`src/common/psg_pkg.sv`:
```
package psg_pkg;

    typedef logic [11:0] tone_period_t;
    typedef logic [4:0]  noise_period_t;
    typedef logic [15:0] env_period_t;
    typedef logic [3:0]  volume_t;
    typedef logic [9:0]  level_t;

    // CPU register map
    typedef enum logic [3:0] {
        reg_tone_a_lo   = 4'h0,
        reg_tone_a_hi   = 4'h1,
        reg_tone_b_lo   = 4'h2,
        reg_tone_b_hi   = 4'h3,
        reg_tone_c_lo   = 4'h4,
        reg_tone_c_hi   = 4'h5,
        reg_noise       = 4'h6,
        reg_mixer       = 4'h7,
        reg_vol_a       = 4'h8,
        reg_vol_b       = 4'h9,
        reg_vol_c       = 4'hA,
        reg_env_lo      = 4'hB,
        reg_env_hi      = 4'hC,
        reg_env_shape   = 4'hD,
        reg_io_a        = 4'hE,
        reg_io_b        = 4'hF
    } reg_addr_e;

    typedef enum logic {
        env_run,
        env_stop
    } env_state_e;

    // Roughly 3 dB per step up to full scale 1023
    function automatic level_t volume_level(volume_t vol);
        level_t lvl;
        case (vol)
            4'h0: lvl = 10'd0;
            4'h1: lvl = 10'd6;
            4'h2: lvl = 10'd9;
            4'h3: lvl = 10'd13;
            4'h4: lvl = 10'd19;
            4'h5: lvl = 10'd27;
            4'h6: lvl = 10'd39;
            4'h7: lvl = 10'd56;
            4'h8: lvl = 10'd80;
            4'h9: lvl = 10'd116;
            4'hA: lvl = 10'd166;
            4'hB: lvl = 10'd239;
            4'hC: lvl = 10'd344;
            4'hD: lvl = 10'd495;
            4'hE: lvl = 10'd712;
            default: lvl = 10'd1023;
        endcase
        return lvl;
    endfunction

endpackage

```
`src/common/psg_regs_if.sv`:
```
`timescale 1ns/1ps

interface psg_regs_if;

    psg_pkg::tone_period_t  tone_period_a;
    psg_pkg::tone_period_t  tone_period_b;
    psg_pkg::tone_period_t  tone_period_c;
    psg_pkg::noise_period_t noise_period;

    // Active low enables with channel A in bit 0
    logic [2:0]             tone_n;
    logic [2:0]             noise_n;

    // Bit 4 selects the envelope
    logic [4:0]             vol_a;
    logic [4:0]             vol_b;
    logic [4:0]             vol_c;

    psg_pkg::env_period_t   env_period;
    logic                   env_hold;
    logic                   env_alternate;
    logic                   env_attack;
    logic                   env_continue;
    logic                   env_restart;

    modport regs (
        output tone_period_a, tone_period_b, tone_period_c, noise_period,
        output tone_n, noise_n, vol_a, vol_b, vol_c,
        output env_period, env_hold, env_alternate, env_attack, env_continue,
        output env_restart
    );

    modport tone (input tone_period_a, tone_period_b, tone_period_c);

    modport noise (input noise_period);

    modport env (
        input env_period, env_hold, env_alternate, env_attack, env_continue, env_restart
    );

    modport mix (input tone_n, noise_n, vol_a, vol_b, vol_c);

endinterface

```
`src/psg/psg_envelope_gen.sv`:
```
`timescale 1ns/1ps

module psg_envelope_gen (
    input  logic                clk,
    input  logic                reset,
    input  logic                tick,
    psg_regs_if.env             regs,
    output psg_pkg::volume_t    env_volume
);

    logic [16:0]          period_cnt_q;
    logic                 step;

    psg_pkg::volume_t     env_cnt_q;
    logic                 count_up_q;
    logic                 restart_pend_q;
    psg_pkg::env_state_e  state_q;

    //////////////////////////////
    // Period counter
    //////////////////////////////

    // Step every 2*env_period+1 ticks
    assign step = tick && (period_cnt_q >= {regs.env_period, 1'b0});

    always_ff @(posedge clk) begin
        if (reset) begin
            period_cnt_q <= '0;
        end else if (tick) begin
            period_cnt_q <= step ? '0 : period_cnt_q + 1'b1;
        end
    end

    //////////////////////////////
    // Shape FSM
    //////////////////////////////

    always_ff @(posedge clk) begin
        if (reset) begin
            env_cnt_q      <= '0;
            count_up_q     <= 1'b0;
            restart_pend_q <= 1'b0;
            state_q        <= psg_pkg::env_stop;
            env_volume     <= '0;
        end else begin
            if (step) begin
                if (state_q == psg_pkg::env_run) begin
                    env_cnt_q <= env_cnt_q - 1'b1;
                    // End of one ramp
                    if (env_cnt_q == '0) begin
                        if (!regs.env_continue || regs.env_hold) begin
                            env_cnt_q <= '0;
                            state_q   <= psg_pkg::env_stop;
                        end
                        if ((regs.env_continue && regs.env_alternate) ||
                            (!regs.env_continue && regs.env_attack)) begin
                            count_up_q <= !count_up_q;
                        end
                    end
                end

                // Counter runs down and rising shapes invert it
                env_volume <= count_up_q ? ~env_cnt_q : env_cnt_q;

                if (restart_pend_q) begin
                    restart_pend_q <= 1'b0;
                    env_cnt_q      <= 4'd15;
                    count_up_q     <= regs.env_attack;
                    state_q        <= psg_pkg::env_run;
                end
            end

            // Held until the next step
            if (regs.env_restart) begin
                restart_pend_q <= 1'b1;
            end
        end
    end

endmodule

```
`src/psg/psg_mixer.sv`:
```
`timescale 1ns/1ps

module psg_mixer (
    input  logic                clk,
    input  logic                reset,
    input  logic                tick,
    input  logic [2:0]          tone_out,
    input  logic                noise_bit,
    psg_regs_if.mix             regs,
    input  psg_pkg::volume_t    env_volume,
    output psg_pkg::level_t     ch_a,
    output psg_pkg::level_t     ch_b,
    output psg_pkg::level_t     ch_c
);

    logic [4:0]        vol_reg [3];
    logic [2:0]        active;
    psg_pkg::volume_t  volume [3];
    psg_pkg::level_t   level_q [3];

    assign vol_reg[0] = regs.vol_a;
    assign vol_reg[1] = regs.vol_b;
    assign vol_reg[2] = regs.vol_c;

    // A disabled source counts as high
    assign active = (tone_out | regs.tone_n) & ({3{noise_bit}} | regs.noise_n);

    always_comb begin
        for (int i = 0; i < 3; i++) begin
            if (!active[i]) begin
                volume[i] = '0;
            end else if (vol_reg[i][4]) begin
                volume[i] = env_volume;
            end else begin
                volume[i] = vol_reg[i][3:0];
            end
        end
    end

    always_ff @(posedge clk) begin
        if (reset) begin
            for (int i = 0; i < 3; i++) begin
                level_q[i] <= '0;
            end
        end else if (tick) begin
            for (int i = 0; i < 3; i++) begin
                level_q[i] <= psg_pkg::volume_level(volume[i]);
            end
        end
    end

    assign ch_a = level_q[0];
    assign ch_b = level_q[1];
    assign ch_c = level_q[2];

endmodule

```
`src/psg/psg_noise_gen.sv`:
```
`timescale 1ns/1ps

module psg_noise_gen (
    input  logic        clk,
    input  logic        reset,
    input  logic        tick,
    psg_regs_if.noise   regs,
    output logic        noise_bit
);

    psg_pkg::noise_period_t count_q;
    logic                   half_q;
    logic [16:0]            lfsr_q;

    always_ff @(posedge clk) begin
        if (reset) begin
            count_q <= '0;
            half_q  <= 1'b0;
            lfsr_q  <= 17'd1;
        end else if (tick) begin
            if (count_q >= regs.noise_period) begin
                count_q <= '0;
                half_q  <= !half_q;
                // Shift on every second period
                if (half_q) begin
                    lfsr_q <= {lfsr_q[0] ^ lfsr_q[3], lfsr_q[16:1]};
                end
            end else begin
                count_q <= count_q + 1'b1;
            end
        end
    end

    assign noise_bit = lfsr_q[0];

endmodule

```
`src/psg/psg_regfile.sv`:
```
`timescale 1ns/1ps

module psg_regfile (
    input  logic        clk,
    input  logic        reset,
    input  logic        a0,
    input  logic        wren,
    input  logic [7:0]  wrdata,
    output logic [7:0]  rddata,
    input  logic [7:0]  io_a_in,
    input  logic [7:0]  io_b_in,
    psg_regs_if.regs    regs
);

    psg_pkg::reg_addr_e     addr_q;

    psg_pkg::tone_period_t  tone_a_q;
    psg_pkg::tone_period_t  tone_b_q;
    psg_pkg::tone_period_t  tone_c_q;
    psg_pkg::noise_period_t noise_q;
    logic [7:0]             mixer_q;
    logic [4:0]             vol_a_q;
    logic [4:0]             vol_b_q;
    logic [4:0]             vol_c_q;
    psg_pkg::env_period_t   env_period_q;
    // {continue, attack, alternate, hold}
    logic [3:0]             shape_q;
    logic [7:0]             io_a_q;
    logic [7:0]             io_b_q;

    logic                   data_wr;

    assign data_wr = wren && !a0;

    //////////////////////////////
    // Address latch and registers
    //////////////////////////////

    always_ff @(posedge clk) begin
        if (reset) begin
            addr_q       <= psg_pkg::reg_tone_a_lo;
            tone_a_q     <= '0;
            tone_b_q     <= '0;
            tone_c_q     <= '0;
            noise_q      <= '0;
            // Tone and noise off and both ports input
            mixer_q      <= 8'h3F;
            vol_a_q      <= '0;
            vol_b_q      <= '0;
            vol_c_q      <= '0;
            env_period_q <= '0;
            shape_q      <= '0;
            io_a_q       <= '0;
            io_b_q       <= '0;
        end else if (wren && a0) begin
            addr_q <= psg_pkg::reg_addr_e'(wrdata[3:0]);
        end else if (data_wr) begin
            case (addr_q)
                psg_pkg::reg_tone_a_lo: tone_a_q[7:0]      <= wrdata;
                psg_pkg::reg_tone_a_hi: tone_a_q[11:8]     <= wrdata[3:0];
                psg_pkg::reg_tone_b_lo: tone_b_q[7:0]      <= wrdata;
                psg_pkg::reg_tone_b_hi: tone_b_q[11:8]     <= wrdata[3:0];
                psg_pkg::reg_tone_c_lo: tone_c_q[7:0]      <= wrdata;
                psg_pkg::reg_tone_c_hi: tone_c_q[11:8]     <= wrdata[3:0];
                psg_pkg::reg_noise:     noise_q            <= wrdata[4:0];
                psg_pkg::reg_mixer:     mixer_q            <= wrdata;
                psg_pkg::reg_vol_a:     vol_a_q            <= wrdata[4:0];
                psg_pkg::reg_vol_b:     vol_b_q            <= wrdata[4:0];
                psg_pkg::reg_vol_c:     vol_c_q            <= wrdata[4:0];
                psg_pkg::reg_env_lo:    env_period_q[7:0]  <= wrdata;
                psg_pkg::reg_env_hi:    env_period_q[15:8] <= wrdata;
                psg_pkg::reg_env_shape: shape_q            <= wrdata[3:0];
                psg_pkg::reg_io_a:      io_a_q             <= wrdata;
                psg_pkg::reg_io_b:      io_b_q             <= wrdata;
            endcase
        end
    end

    //////////////////////////////
    // Readback
    //////////////////////////////

    always_comb begin
        case (addr_q)
            psg_pkg::reg_tone_a_lo: rddata = tone_a_q[7:0];
            psg_pkg::reg_tone_a_hi: rddata = {4'b0, tone_a_q[11:8]};
            psg_pkg::reg_tone_b_lo: rddata = tone_b_q[7:0];
            psg_pkg::reg_tone_b_hi: rddata = {4'b0, tone_b_q[11:8]};
            psg_pkg::reg_tone_c_lo: rddata = tone_c_q[7:0];
            psg_pkg::reg_tone_c_hi: rddata = {4'b0, tone_c_q[11:8]};
            psg_pkg::reg_noise:     rddata = {3'b0, noise_q};
            psg_pkg::reg_mixer:     rddata = mixer_q;
            psg_pkg::reg_vol_a:     rddata = {3'b0, vol_a_q};
            psg_pkg::reg_vol_b:     rddata = {3'b0, vol_b_q};
            psg_pkg::reg_vol_c:     rddata = {3'b0, vol_c_q};
            psg_pkg::reg_env_lo:    rddata = env_period_q[7:0];
            psg_pkg::reg_env_hi:    rddata = env_period_q[15:8];
            psg_pkg::reg_env_shape: rddata = {4'b0, shape_q};
            // A port set as output reads its latch back
            psg_pkg::reg_io_a:      rddata = mixer_q[6] ? io_a_q : io_a_in;
            default:                rddata = mixer_q[7] ? io_b_q : io_b_in;
        endcase
    end

    //////////////////////////////
    // Decoded values to the sound blocks
    //////////////////////////////

    assign regs.tone_period_a = tone_a_q;
    assign regs.tone_period_b = tone_b_q;
    assign regs.tone_period_c = tone_c_q;
    assign regs.noise_period  = noise_q;
    assign regs.tone_n        = mixer_q[2:0];
    assign regs.noise_n       = mixer_q[5:3];
    assign regs.vol_a         = vol_a_q;
    assign regs.vol_b         = vol_b_q;
    assign regs.vol_c         = vol_c_q;
    assign regs.env_period    = env_period_q;
    assign regs.env_hold      = shape_q[0];
    assign regs.env_alternate = shape_q[1];
    assign regs.env_attack    = shape_q[2];
    assign regs.env_continue  = shape_q[3];

    // Every shape write restarts the envelope
    assign regs.env_restart   = data_wr && (addr_q == psg_pkg::reg_env_shape);

endmodule

```
`src/psg/psg_tone_bank.sv`:
```
`timescale 1ns/1ps

module psg_tone_bank #(
    parameter int PRESCALE_DIV = 128
) (
    input  logic        clk,
    input  logic        reset,
    psg_regs_if.tone    regs,
    output logic        tick,
    output logic [2:0]  tone_out
);

    localparam int DIV_W = (PRESCALE_DIV > 1) ? $clog2(PRESCALE_DIV) : 1;
    localparam logic [DIV_W-1:0] DIV_LAST = DIV_W'(PRESCALE_DIV - 1);

    logic [DIV_W-1:0]      div_q;
    psg_pkg::tone_period_t period [3];
    psg_pkg::tone_period_t count_q [3];

    //////////////////////////////
    // Prescaler
    //////////////////////////////

    always_ff @(posedge clk) begin
        if (reset) begin
            div_q <= '0;
            tick  <= 1'b0;
        end else begin
            div_q <= (div_q == DIV_LAST) ? '0 : div_q + 1'b1;
            // High for the one cycle after the wrap
            tick  <= (div_q == DIV_LAST);
        end
    end

    //////////////////////////////
    // Tone counters
    //////////////////////////////

    assign period[0] = regs.tone_period_a;
    assign period[1] = regs.tone_period_b;
    assign period[2] = regs.tone_period_c;

    always_ff @(posedge clk) begin
        if (reset) begin
            for (int i = 0; i < 3; i++) begin
                count_q[i] <= '0;
            end
            tone_out <= '0;
        end else if (tick) begin
            for (int i = 0; i < 3; i++) begin
                // >= so a period lowered below the count wraps at once
                if (count_q[i] >= period[i]) begin
                    count_q[i]  <= '0;
                    tone_out[i] <= !tone_out[i];
                end else begin
                    count_q[i]  <= count_q[i] + 1'b1;
                end
            end
        end
    end

endmodule

```
`src/verilog/psg_top.sv`:
```
`timescale 1ns/1ps

module psg_top #(
    parameter int PRESCALE_DIV = 128
) (
    input  logic                   clk,
    input  logic                   reset,

    // CPU register port
    input  logic                   a0,
    input  logic                   wren,
    input  logic [7:0]             wrdata,
    output logic [7:0]             rddata,

    input  logic [7:0]             io_a_in,
    input  logic [7:0]             io_b_in,

    output psg_pkg::level_t        ch_a,
    output psg_pkg::level_t        ch_b,
    output psg_pkg::level_t        ch_c
);

    logic             tick;
    logic [2:0]       tone_out;
    logic             noise_bit;
    psg_pkg::volume_t env_volume;

    psg_regs_if regs_bus ();

    psg_regfile regfile_inst (
        .clk        (clk),
        .reset      (reset),
        .a0         (a0),
        .wren       (wren),
        .wrdata     (wrdata),
        .rddata     (rddata),
        .io_a_in    (io_a_in),
        .io_b_in    (io_b_in),
        .regs       (regs_bus.regs)
    );

    psg_tone_bank #(
        .PRESCALE_DIV (PRESCALE_DIV)
    ) tone_bank_inst (
        .clk        (clk),
        .reset      (reset),
        .regs       (regs_bus.tone),
        .tick       (tick),
        .tone_out   (tone_out)
    );

    psg_noise_gen noise_gen_inst (
        .clk        (clk),
        .reset      (reset),
        .tick       (tick),
        .regs       (regs_bus.noise),
        .noise_bit  (noise_bit)
    );

    psg_envelope_gen envelope_gen_inst (
        .clk        (clk),
        .reset      (reset),
        .tick       (tick),
        .regs       (regs_bus.env),
        .env_volume (env_volume)
    );

    psg_mixer mixer_inst (
        .clk        (clk),
        .reset      (reset),
        .tick       (tick),
        .tone_out   (tone_out),
        .noise_bit  (noise_bit),
        .regs       (regs_bus.mix),
        .env_volume (env_volume),
        .ch_a       (ch_a),
        .ch_b       (ch_b),
        .ch_c       (ch_c)
    );

endmodule
```
`config.mk`:
```
export PLATFORM = sky130hd
export DESIGN_NAME = psg_top
export DESIGN_NICKNAME = d
export VERILOG_FILES = /design/src/common/psg_pkg.sv /design/src/common/psg_regs_if.sv /design/src/psg/psg_envelope_gen.sv /design/src/psg/psg_mixer.sv /design/src/psg/psg_noise_gen.sv /design/src/psg/psg_regfile.sv /design/src/psg/psg_tone_bank.sv /design/src/verilog/psg_top.sv
export SDC_FILE = /design/constraint.sdc
export NUM_CORES = 1
export LEC_CHECK = 0
export BUFFER_PORTS_ARGS = -buffer_cell sky130_fd_sc_hd__buf_2
export CAP_MARGIN = 10
export CORE_MARGIN = 3
export CORE_UTILIZATION = 65
export CTS_BUF_LIST = sky130_fd_sc_hd__clkbuf_8
export CTS_CLUSTER_SIZE = 14
export DETAILED_ROUTE_END_ITERATION = 16
export PLACE_DENSITY_LB_ADDON = 0.15
export SYNTH_ARGS = -nofsm -noshare
export SYNTH_HDL_FRONTEND = slang
export SYNTH_SLANG_ARGS = --single-unit
```
`constraint.sdc`:
```
create_clock -name clk -period 5.7 [get_ports clk]
set_input_delay 1.425 -clock clk [delete_from_list [all_inputs] [get_ports clk]]
set_output_delay 1.425 -clock clk [all_outputs]
set_load 0.05 [all_outputs]
```
==> summary.txt <==
Clock network
  – H-tree depth: 2
  – CTS Root Buffer Type: clkbuf_8
  – Clk slew on worst S/H paths: ~0.06 ns
  – Clk sinks: around 230
  – Clk_lat worst skew: ~0.54 ns
  – Cts bufs inserted: 40
  – Post-cts resize count: 0
  – Clk buf depth: 3
  – CTS tree: built
  – Postcts setup bufs: 0
  – CTS Hold Bufs: 0

Synth
  – Top-count cell post-synth: nand2_1
  – Synthesized flop and latch total: around 230
  – Synth Flop Type: dfxtp_1
  – Top area cells in the synthesized netlist: dfxtp_1, edfxtp_1, ha_1, mux2i_1, nand2_1
  – Syn Nets: roughly 1.6k
  – Async set-or-reset flop fraction in the synthesized netlist: 0%
  – Synthesized area: between 10000 and 15000 um2
  – Number of flops mapped to enable cells by yosys: 66
  – Distinct cells, synth: 76
  – Sequential cell area fraction in the yosys report: 41.8%
  – Most frequent cells after synthesis: nand2_1, nor2_1, dfxtp_1
  – Syn Area/Cell: between 8 and 9 um2
  – Post-synth top area share: around a quarter
  – Mapped Cells: between 1k and 1.5k
  – Ys Warns: 0
  – Area leader, netlist: dfxtp_1

Worst setup path
  – Crit path launch type: flip-flop
  – WP data required: around 4.3 ns
  – Critical R2R Launch: tone_bank_inst.tick
  – Nature of the critical path endpoint: output port
  – Worst setup path category: reg2out
  – Max FO, Critical Path: 23
  – CP Launch Point: regfile_inst.addr_q[2]
  – Arr. time, crit path: ~3.4 ns

Finish
  – Layout cell share with drive strength beyond 1: 10.6%
  – Final #Nets: ~1.6k
  – Diode count: 0
  – Layout Area Growth over Synthesis: 9.32%

Global routing
  – Initial antenna violation count: 2
  – First-pass GRT wire length: roughly 52000 um
  – Grt ovf: 0
  – GRT Overall Usage: about 30%
  – Largest net degree at the start of global routing: 89
  – Vias in the first global route: 9999

Timing
  – Final period util: a little over four fifths
  – Unrepaired setup endpoints after global routing: false
  – Layout Skew: approximately 0.016 ns
  – Min Tclk post-route: a little under 5 ns
  – Slew Viols, Final: 0
  – Setup violators final: 0
  – Final hold vios: 0
  – Max Fclk: approximately 210 MHz
  – Worst-Margin Slew: ~1.0 ns
  – Setup TNS: 0 ns
  – Final Worst Setup Slack: ~0.87 ns
  – Slew Limit Headroom: 33.1%

Die
  – Die Y: 146 um
  – Core ar.: 19000 um2
  – Die width: between 100 and 150 um
  – Starting density of the core: 66.9%
  – I/O pin cnt: 66
  – Die area: 21200 um2
  – Num rows: 50

Route
  – First-pass detailed-route iteration total: 5
  – DR vias: between 10k and 15k
  – DRC viols: 0
  – 1st-iter DRT viols: ~940
  – Post-route ant nets: 0
  – Vias/cell: approximately 5.9
  – Drt wl/cell: between 15 and 20 um
  – Total wire length: between 30000 and 40000 um

Run status
  – Status: finished clean

Hold path
  – Min-delay worst type: reg2reg
  – Min-delay src: tone_bank_inst.div_q[0]

Place
  – RD Place Congestion: ~1.0
  – PortBufs: 65
  – DP HPWL: approximately 23000 um
  – Pre-CTS WS: between 1 and 1.5 ns

Power and ir drop
  – PD cells: between 200 and 250 nW/um2
  – Maximum VDD drop: 265 uV
  – Leak pwr: between 5 and 6 nW

Flow run
  – Max-Cap Viols: 0
per-stage QoR:
step           hold WS [ns]  util (%)  cell area [um2]  power, W  std cells
3_5_place_dp          0.441      69.1            13100   0.00201       1708
6_report              0.448      73.1            13900   0.00339       1780
3_3_place_gp          0.434      69.1            13100   0.00200       1708
5_1_grt               0.485      73.1            13900   0.00351       1780
4_1_cts               0.456      73.1            13900   0.00341       1779
2_1_floorplan         0.418         -            12700   0.00194       1448
layout by cell type, fill, tap and decap left out, types with 4 or more instances in the layout:
cell type	count
nand2_1	179
nor2_1	168
dfxtp_1	166
a21oi_1	115
inv_1	95
mux2i_1	93
nand3_1	88
ha_1	79
edfxtp_1	66
buf_2	64
clkbuf_8	47
xor2_1	42
o21ai_0	39
nor3_1	23
and3_1	23
xnor2_1	21
nand4_1	15
buf_4	15
nand2b_1	14
mux2_2	13
a31oi_1	11
clkinv_1	8
a22o_1	8
nor2b_1	8
o211ai_1	7
a32oi_1	6
nor4_1	6
o22ai_1	6
or3_1	5
a21o_1	5
a22oi_1	5
o21a_1	5
o31ai_1	4
a211oi_1	4
clkinv_2	4
layout make-up:
| type | instances | area, um2 |
|---|---|---|
| well taps | 260 | 325 |
| flip-flops and latches | 232 | 5310 |
| clock buffers | 47 | 647 |
| fillers | 1469 | 5100 |
| inverters | 87 | 327 |
| multi-input cells | 1051 | 6720 |
| clock inverters | 24 | 106 |
| repair buffers | 79 | 433 |
worst max-delay path, cell delays in order, from the launching register on:
cell and delay (ns):
dfxtp_1 0.94, buf_4 0.34, and2_1 0.21, nand2_1 0.19, o21ai_0 0.38, a221o_1 0.16
a21oi_1 0.06, a22oi_1 0.27, buf_2 0.32
worst paths after layout:
| path | to | slack, ns | depth (start not counted) |
|---|---|---|---|
| worst max-delay path | rddata[1] | 0.87 | 8 |
| worst min-delay path | tone_bank_inst.div_q[0] | 0.45 | 1 |
| worst max register to register | tone_bank_inst.count_q[1][1] | 2.86 | 5 |
| worst min register to register | tone_bank_inst.div_q[0] | 0.45 | 1 |
sequential cells by signal (all words and copies together) (netlist names), 12 cells and up:
register,cells
envelope_gen_inst.period_cnt_q,17
mixer_inst.level_q,30
noise_gen_inst.lfsr_q,17
regfile_inst.regs.env_period,16
regfile_inst.regs.tone_period_a,12
regfile_inst.regs.tone_period_b,12
regfile_inst.regs.tone_period_c,12
tone_bank_inst.count_q,36
kinds of logic after synthesis:
group           count (synthesis)  share of synthesized area (%)
simple gates                  550                           19.6
compound gates                252                           12.5
flops                         232                           41.8
buf+inv                       165                           5.22
mux                           107                           8.68
fa+ha+maj                      79                           7.80
xor+xnor                       63                           4.35
routing by layer:
layer  vias up  GRT usage (%)  routed length [um]  share of wire, %
met5         -              0                   7             0.022
met4         2           11.9                1140               3.5
met3        84           5.64                2310               7.1
met2       381           47.8               14700                45
met1      4961           40.6               14300                44
li1       5155              -                   -                 -
report_power, final:
group,internal [W],leakage [nW],switching [W]
combinational,0.0000616,3.04,0.000168
sequential,0.00172,2.02,0.0000267
clock,0.000749,0.422,0.000664
total,0.00253,5.48,0.000859
Power figures use the tool's default switching activity.
